`src/dmem_init.hex`:
```
// one 32-bit data word per line, hex, word index 0 to 31
// the index is load address bits 6:2
8badf00d
12345678
fedcba98
7f80017e
80ff7f00
deadbeef
01020304
a5c35a3c
ffff0000
0000ffff
13579bdf
2468ace0
c001d00d
6b8e41f2
99aa55cc
0f1e2d3c
f0e1d2c3
4b5a6978
87654321
3c3c9696
e7e81899
55aa7f81
b1c2d3e4
7a3ec0d5
90817263
5f4e3d2c
ad4be1c7
18273645
e0d0c0b0
0a0b0c0d
c8f4a217
6d9e3b85

```
`src/source/mem_pkg.sv`:
```
package mem_pkg;

    typedef logic [31:0] word_t;
    typedef logic [31:0] addr_t;

    typedef enum logic [1:0] {
        MSIZE_BYTE = 2'd0,
        MSIZE_HALF = 2'd1,
        MSIZE_WORD = 2'd2
    } msize_t;

    // one load lane of a bundle, 36 bits
    typedef struct packed {
        logic   valid;
        addr_t  addr;
        msize_t msize;
        logic   sext;
    } lane_req_t;

    typedef enum logic [1:0] {
        IDLE  = 2'd0,
        ISSUE = 2'd1,
        WAIT  = 2'd2,
        DONE  = 2'd3
    } ctrl_state_t;

    localparam int unsigned DEFAULT_CACHED_LATENCY   = 2;
    localparam int unsigned DEFAULT_UNCACHED_LATENCY = 6;
    localparam int unsigned UNCACHED_BIT             = 29;
    localparam int unsigned DMEM_WORDS               = 32;

endpackage

```
`src/source/dbus_if.sv`:
```
`timescale 1ns/1ps

interface dbus_if;

    // request, single-cycle pulse
    logic            valid;
    mem_pkg::addr_t  addr;
    mem_pkg::msize_t msize;

    // response, one data_ok per request
    mem_pkg::word_t  data;
    logic            data_ok;

    modport master (output valid, addr, msize, input data, data_ok);
    modport slave (input valid, addr, msize, output data, data_ok);

endinterface

```
`src/source/latency_timer.sv`:
```
`timescale 1ns/1ps

module latency_timer (
    input  logic       clk,
    input  logic       resetn,
    input  logic       start,
    input  logic [7:0] cycles,
    output logic       busy,
    output logic       expired
);

    logic [7:0] count;

    always_ff @(posedge clk) begin
        if (resetn) begin
            count <= '0;
        end else if (start) begin
            count <= cycles;
        end else if (busy) begin
            count <= count - 8'd1;
        end
    end

    assign busy    = (count != 8'd0);
    // count of 1 is the last waiting cycle
    assign expired = (count == 8'd1);

endmodule

```
`src/source/bundle_ctrl.sv`:
```
`timescale 1ns/1ps

module bundle_ctrl (
    input  logic                clk,
    input  logic                resetn,
    input  logic                bundle_valid,
    input  mem_pkg::lane_req_t  lane0_in,
    input  mem_pkg::lane_req_t  lane1_in,
    input  logic                lane0_done,
    input  logic                lane1_done,
    input  logic                result_ready,
    output logic                bundle_ready,
    output logic                result_valid,
    output logic                clear,
    output mem_pkg::lane_req_t  lane0_req,
    output mem_pkg::lane_req_t  lane1_req,
    dbus_if.master              dbus0,
    dbus_if.master              dbus1
);

    mem_pkg::ctrl_state_t state;
    mem_pkg::lane_req_t   lane0_q;
    mem_pkg::lane_req_t   lane1_q;

    always_ff @(posedge clk) begin
        if (resetn) begin
            state   <= mem_pkg::IDLE;
            lane0_q <= '0;
            lane1_q <= '0;
        end else begin
            unique case (state)
                mem_pkg::IDLE: begin
                    if (bundle_valid) begin
                        lane0_q <= lane0_in;
                        lane1_q <= lane1_in;
                        state   <= mem_pkg::ISSUE;
                    end
                end
                // requests go out during this single cycle
                mem_pkg::ISSUE: state <= mem_pkg::WAIT;
                mem_pkg::WAIT: begin
                    if (lane0_done && lane1_done) begin
                        state <= mem_pkg::DONE;
                    end
                end
                mem_pkg::DONE: begin
                    if (result_ready) begin
                        state <= mem_pkg::IDLE;
                    end
                end
                default: state <= mem_pkg::IDLE;
            endcase
        end
    end

    assign bundle_ready = (state == mem_pkg::IDLE);
    assign result_valid = (state == mem_pkg::DONE);
    // lanes drop their saved words on hand-off
    assign clear        = result_valid && result_ready;

    assign lane0_req = lane0_q;
    assign lane1_req = lane1_q;

    assign dbus0.valid = (state == mem_pkg::ISSUE) && lane0_q.valid;
    assign dbus0.addr  = lane0_q.addr;
    assign dbus0.msize = lane0_q.msize;

    assign dbus1.valid = (state == mem_pkg::ISSUE) && lane1_q.valid;
    assign dbus1.addr  = lane1_q.addr;
    assign dbus1.msize = lane1_q.msize;

endmodule

```
`src/source/load_lane.sv`:
```
`timescale 1ns/1ps

module load_lane (
    input  logic               clk,
    input  logic               resetn,
    input  logic               clear,
    input  mem_pkg::lane_req_t req,
    dbus_if.master             dbus,
    output logic               done,
    output mem_pkg::word_t     result_data
);

    mem_pkg::word_t word_q;
    logic           saved;
    logic [7:0]     sel_byte;
    logic [15:0]    sel_half;

    // an early answer waits here for the other lane
    always_ff @(posedge clk) begin
        if (resetn) begin
            saved <= 1'b0;
        end else if (clear) begin
            saved <= 1'b0;
        end else if (dbus.data_ok) begin
            saved <= 1'b1;
        end
    end

    always_ff @(posedge clk) begin
        if (dbus.data_ok) begin
            word_q <= dbus.data;
        end
    end

    assign done = saved || !req.valid;

    // low address bits pick the byte or half within the word
    assign sel_byte = word_q[{req.addr[1:0], 3'b000} +: 8];
    assign sel_half = req.addr[1] ? word_q[31:16] : word_q[15:0];

    always_comb begin
        if (!req.valid) begin
            result_data = '0;
        end else begin
            unique case (req.msize)
                mem_pkg::MSIZE_BYTE: begin
                    result_data = {{24{req.sext & sel_byte[7]}}, sel_byte};
                end
                mem_pkg::MSIZE_HALF: begin
                    result_data = {{16{req.sext & sel_half[15]}}, sel_half};
                end
                default: begin
                    result_data = word_q;
                end
            endcase
        end
    end

endmodule

```
`src/source/dual_port_dmem.sv`:
```
`timescale 1ns/1ps

module dual_port_dmem #(
    parameter int unsigned CACHED_LATENCY   = mem_pkg::DEFAULT_CACHED_LATENCY,
    parameter int unsigned UNCACHED_LATENCY = mem_pkg::DEFAULT_UNCACHED_LATENCY
) (
    input  logic    clk,
    input  logic    resetn,
    dbus_if.slave   port0,
    dbus_if.slave   port1
);

    mem_pkg::word_t mem [mem_pkg::DMEM_WORDS];
    mem_pkg::word_t word0_q;
    mem_pkg::word_t word1_q;
    logic [7:0]     cycles0;
    logic [7:0]     cycles1;
    logic           start0;
    logic           start1;
    logic           busy0;
    logic           busy1;

    initial begin
        $readmemh("/design/src/dmem_init.hex", mem);
    end

    // only the accessed bytes come back, the rest read as zero
    function automatic mem_pkg::word_t byte_mask(input logic [1:0] offset,
                                                 input mem_pkg::msize_t msize);
        unique case (msize)
            mem_pkg::MSIZE_BYTE: return 32'h0000_00ff << {offset, 3'b000};
            mem_pkg::MSIZE_HALF: return offset[1] ? 32'hffff_0000 : 32'h0000_ffff;
            default:             return 32'hffff_ffff;
        endcase
    endfunction

    // uncached window takes the long path
    assign cycles0 = port0.addr[mem_pkg::UNCACHED_BIT] ? 8'(UNCACHED_LATENCY)
                                                       : 8'(CACHED_LATENCY);
    assign cycles1 = port1.addr[mem_pkg::UNCACHED_BIT] ? 8'(UNCACHED_LATENCY)
                                                       : 8'(CACHED_LATENCY);

    assign start0 = port0.valid && !busy0;
    assign start1 = port1.valid && !busy1;

    always_ff @(posedge clk) begin
        if (start0) begin
            word0_q <= mem[port0.addr[6:2]] & byte_mask(port0.addr[1:0], port0.msize);
        end
        if (start1) begin
            word1_q <= mem[port1.addr[6:2]] & byte_mask(port1.addr[1:0], port1.msize);
        end
    end

    latency_timer timer0 (
        .clk     (clk),
        .resetn  (resetn),
        .start   (start0),
        .cycles  (cycles0),
        .busy    (busy0),
        .expired (port0.data_ok)
    );

    latency_timer timer1 (
        .clk     (clk),
        .resetn  (resetn),
        .start   (start1),
        .cycles  (cycles1),
        .busy    (busy1),
        .expired (port1.data_ok)
    );

    assign port0.data = word0_q;
    assign port1.data = word1_q;

endmodule

```
`src/source/mem_stage_top.sv`:
```
`timescale 1ns/1ps

module mem_stage_top #(
    parameter int unsigned CACHED_LATENCY   = mem_pkg::DEFAULT_CACHED_LATENCY,
    parameter int unsigned UNCACHED_LATENCY = mem_pkg::DEFAULT_UNCACHED_LATENCY
) (
    input  logic            clk,
    input  logic            resetn,
    input  logic            bundle_valid,
    input  logic            result_ready,
    input  logic            lane0_valid,
    input  mem_pkg::addr_t  lane0_addr,
    input  mem_pkg::msize_t lane0_msize,
    input  logic            lane0_sext,
    input  logic            lane1_valid,
    input  mem_pkg::addr_t  lane1_addr,
    input  mem_pkg::msize_t lane1_msize,
    input  logic            lane1_sext,
    output logic            bundle_ready,
    output logic            result_valid,
    output mem_pkg::word_t  result0_data,
    output mem_pkg::word_t  result1_data
);

    mem_pkg::lane_req_t lane0_in;
    mem_pkg::lane_req_t lane1_in;
    mem_pkg::lane_req_t lane0_req;
    mem_pkg::lane_req_t lane1_req;
    logic               lane0_done;
    logic               lane1_done;
    logic               clear;

    dbus_if dbus0 ();
    dbus_if dbus1 ();

    assign lane0_in = '{valid: lane0_valid, addr: lane0_addr, msize: lane0_msize,
                        sext: lane0_sext};
    assign lane1_in = '{valid: lane1_valid, addr: lane1_addr, msize: lane1_msize,
                        sext: lane1_sext};

    bundle_ctrl u_ctrl (
        .clk          (clk),
        .resetn       (resetn),
        .bundle_valid (bundle_valid),
        .lane0_in     (lane0_in),
        .lane1_in     (lane1_in),
        .lane0_done   (lane0_done),
        .lane1_done   (lane1_done),
        .result_ready (result_ready),
        .bundle_ready (bundle_ready),
        .result_valid (result_valid),
        .clear        (clear),
        .lane0_req    (lane0_req),
        .lane1_req    (lane1_req),
        .dbus0        (dbus0.master),
        .dbus1        (dbus1.master)
    );

    load_lane u_lane0 (
        .clk         (clk),
        .resetn      (resetn),
        .clear       (clear),
        .req         (lane0_req),
        .dbus        (dbus0.master),
        .done        (lane0_done),
        .result_data (result0_data)
    );

    load_lane u_lane1 (
        .clk         (clk),
        .resetn      (resetn),
        .clear       (clear),
        .req         (lane1_req),
        .dbus        (dbus1.master),
        .done        (lane1_done),
        .result_data (result1_data)
    );

    dual_port_dmem #(
        .CACHED_LATENCY   (CACHED_LATENCY),
        .UNCACHED_LATENCY (UNCACHED_LATENCY)
    ) u_dmem (
        .clk    (clk),
        .resetn (resetn),
        .port0  (dbus0.slave),
        .port1  (dbus1.slave)
    );

endmodule

```
`config.mk`:
```
export PLATFORM = sky130hd
export DESIGN_NAME = mem_stage_top
export DESIGN_NICKNAME = d
export VERILOG_FILES = /design/src/source/mem_pkg.sv /design/src/source/dbus_if.sv /design/src/source/latency_timer.sv /design/src/source/bundle_ctrl.sv /design/src/source/load_lane.sv /design/src/source/dual_port_dmem.sv /design/src/source/mem_stage_top.sv
export SDC_FILE = /design/constraint.sdc
export NUM_CORES = 1
export LEC_CHECK = 0
export ABC_AREA = 1
export BUFFER_PORTS_ARGS = -buffer_cell sky130_fd_sc_hd__clkbuf_2
export CAP_MARGIN = 20
export CELL_PAD_IN_SITES_DETAIL_PLACEMENT = 0
export CELL_PAD_IN_SITES_GLOBAL_PLACEMENT = 1
export CORE_MARGIN = 10
export CORE_UTILIZATION = 26
export DETAILED_ROUTE_END_ITERATION = 10
export GPL_TIMING_DRIVEN = 0
export PLACE_DENSITY = 0.82
export RECOVER_POWER = 25
export SETUP_SLACK_MARGIN = 0.5
export SLEW_MARGIN = 5
export SYNTH_ARGS = -nofsm -noshare
export SYNTH_HDL_FRONTEND = slang
export SYNTH_SLANG_ARGS = --single-unit
```
`constraint.sdc`:
```
create_clock -name clk -period 1.6 [get_ports clk]
set_input_delay 0.32 -clock clk [delete_from_list [all_inputs] [get_ports clk]]
set_output_delay 0.32 -clock clk [all_outputs]
set_load 0.01 [all_outputs]
```
==> results by group <==
Cells and area
  • Synthesis-to-layout area growth: 43.3%
  • Final instance area: 2650 µm²
  • Final Util: 38.6%
  • Diode count: 0
  • Final Net Count: 441
  • Share of cells above drive strength 1: 40.4%
  • Non-Filler Instances: 450

Critical path
  • Required @ worst endpoint: 1.28 ns
  • Worst setup SP type: flip-flop
  • Worst Reg2Reg Path Length in Cells: 6
  • Crit path arrival time: 1.10 ns
  • Slowest CP cell: dfxtp_1
  • R2R setup slack: 0.31 ns
  • Critical path class: flip-flop to output pin
  • Critical-path cell list: ha_2 -> clkbuf_2
  • FF-to-FF End: u_dmem.timer0.count[4]
  • Worst-path maximum fanout: 4
  • Worst R2R Start: u_ctrl.state[0]
  • Critical Path Sink Type: output pin
  • Largest stage delay, worst path: 0.45 ns

Global route
  • Gr ovfl total: 0
  • All-Layer GR Usage: 7.06%
  • Pin count of the biggest net entering global routing: 15
  • Initial antenna violation count: 0
  • Number of global-route vias before repair: 1558
  • First-pass GRT wire length: 6.84 mm

Power
  • Internal: 2.34 mW
  • Gate power share: 62.5%
  • Sw Share: 45.6%
  • Reg power frac: 24.8%
  • Power Dens Cells: 1620 nW/µm²
  • P_sw: 1.96 mW
  • VDD IR max: 0.813 mV
  • P_leak: 1.43 nW
  • Clock power frac: 12.7%

Timing
  • Slew Limit Fails: 0
  • Max Clock Skew: 0.00774 ns
  • Final setup fails: 0
  • Fmax: 705 MHz
  • Worst slew pin tran: 0.517 ns
  • Final hold violation count: 0
  • Min cycle time layout: 1.42 ns
  • Setup TNS: 0 ns
  • Unrepaired setup endpoints after global routing: true
  • Hold Slack: 0.258 ns
  • Tcrit/Tclk final: 88.6%
  • Slew headroom: 65.6%

Logic synthesis
  • Cells after Synth: 266
  • Synth Cell Area: 1850 µm²
  • Area leader, netlist: dfxtp_1
  • #FFs+latches synth: 24
  • Mapped Avg Cell Area: 6.95 µm²
  • Top cells by area, synth: dfxtp_1 26%, buf_4 26%, inv_1 7.5%, nand2_1 7.5%, ha_1 6.8%
  • Synth top area share: 26.0%
  • Yosys warns: 0
  • Yosys cell types: 19
  • Register area share after synthesis: 26.0%

CTS
  • H-Tree Depth: 1
  • CTS max path bufs: 2
  • CTS clock-pin slew for the worst setup and hold paths: 0.10 ns
  • Worst-Skew Late Latency: 0.27 ns
  • TritonCTS Buffers: 3
  • Sink Count: 24
  • CTS root buffer: clkbuf_8
  • CTS tree: done
  • Hold-fix buffers, CTS: 0

Run status
  • Status: finished, final reports clean

Detailed routing
  • Via count: 1578
  • DR DRC count: 0
  • DRT antenna net count: 0
  • Drt pass-1 iters: 4
  • Vias per cell: 3.51
  • DR WL/cell: 9.08 µm
  • Drt total wl: 4.09 mm
  • Iteration-0 DRC Markers: 83

Floorplanning
  • Die Ht: 104 µm
  • # rows: 30
  • Die ar.: 10900 µm²
  • # IOs: 142
  • Core area: 6870 µm²
  • Starting Density: 26.9%
  • Chip width: 104 µm

Placement
  • DP Wirelength: 3.25 mm
  • Routability Congestion: 0.821
  • I/O Buffers: 9
  • Placed insts: 434
  • Post-DP Area: 2300 µm²

Min path
  • Worst hold start: resetn
  • Hold Path End: u_dmem.timer0.count[5]
  • Hold path depth: 2
  • Type of the tightest min-delay check: input pin to flip-flop

Run
  • Max-cap violations: 0
-- per-stage QoR --
step,setup WS [ns],power [mW]
floorplan,0.511,2.73
global placement,0.260,3.05
detailed placement,0.267,3.09
CTS,0.278,4.17
global route,0.126,4.72
finish,0.182,4.30
-- layout by cell type, fill, tap and decap left out, drive strengths merged --
cell    netlist  layout
a21oi        10      10
buf          64      76
bufinv        0       1
clkbuf        2      14
clkinv        1       1
conb          1      64
dfxtp        24      24
ha           10      10
inv          37      37
nand2        38      38
nand3        18      18
nand4        10      10
nor2         35      35
nor3          3       3
o21ai         8       8
xor2          5       5
-- cells by family (layout without fill, tap and decap cells) --
logic type,count (synthesis),count (layout),share of synthesized area (%)
XOR/XNOR,5,5,2.37
flip-flops,24,24,26.0
AND/OR/NAND/NOR,104,104,25.6
buffers and inverters,104,129,34.2
adder cells (fa/ha/maj),10,10,6.77
other,1,64,0.203
AO/OA/AOI/OAI,18,18,4.87
-- Yosys cell counts, drive strengths merged --
cell type and count:
nand2 38, conb 1, dfxtp 24, inv 37
nor3 3, xor2 5, a21oi 10, buf 64
ha 10, clkbuf 2, o21ai 8, nand3 18
nand4 10, nor2 35, clkinv 1
-- cell type report --
class	count	area, µm²
Sequential cell	24	494
Buffer	66	489
Clock buffer	3	41.3
Tap cell	96	120
Multi-Input combinational cell	201	1180
Inverter	38	158
Timing Repair Buffer	21	139
Clock inverter	1	30.0
Fill cell	728	4220
-- critical path, delay by kind of cell, from the launching register on --
| kind | cells | cell delay [ns] |
|---|---|---|
| buffers and inverters | 1 | 0.14 |
| DFF | 1 | 0.45 |
| adders and majority gates | 1 | 0.24 |
-- registers in the layout (all words and copies together) (netlist names) --
register             cells
u_ctrl.lane1_req         1
u_lane1.saved            1
u_ctrl.lane0_req         1
u_lane0.saved            1
u_ctrl.state             2
u_ctrl.dbus1.addr        1
u_dmem.timer1.count      8
u_dmem.timer0.count      8
u_ctrl.dbus0.addr        1
-- worst max path at each step --
stage / from / end / slack [ns] / cells after the start
finish: u_ctrl.state[0] / result_valid / 0.18 / 2
global route: u_ctrl.state[0] / result_valid / 0.13 / 2
CTS: u_ctrl.state[0] / result_valid / 0.28 / 2
detailed placement: resetn / u_ctrl.lane1_req[35] / 0.27 / 5
global placement: resetn / u_ctrl.lane0_req[35] / 0.26 / 5
floorplan: u_ctrl.state[0] / u_ctrl.state[1] / 0.51 / 8
-- layer usage --
metal  GRT usage, %  part of all wire (%)  up-vias
met4           1.19                  0.61        0
met1           7.21                    39      657
met5              0                     0        -
li1               -                     -      869
met2           13.2                    51       48
met3           2.85                   9.5        4
-- power by group through the flow --
stage / Combinational [mW] / Sequential (mW) / Clock [mW]
3_5_place_dp: 2.03 / 1.05 / 0
3_3_place_gp: 2.00 / 1.05 / 0
6_report: 2.69 / 1.07 / 0.547
4_1_cts: 2.54 / 1.07 / 0.553
5_1_grt: 3.03 / 1.10 / 0.584
2_1_floorplan: 1.72 / 1.00 / 0
-- repair_timing --
action,CTS,global route
pin swaps,6,9
buffers inserted,11,1
setup endpoints to repair,20,26
gates resized for setup,34,17
(Power assumes the default switching activity.)
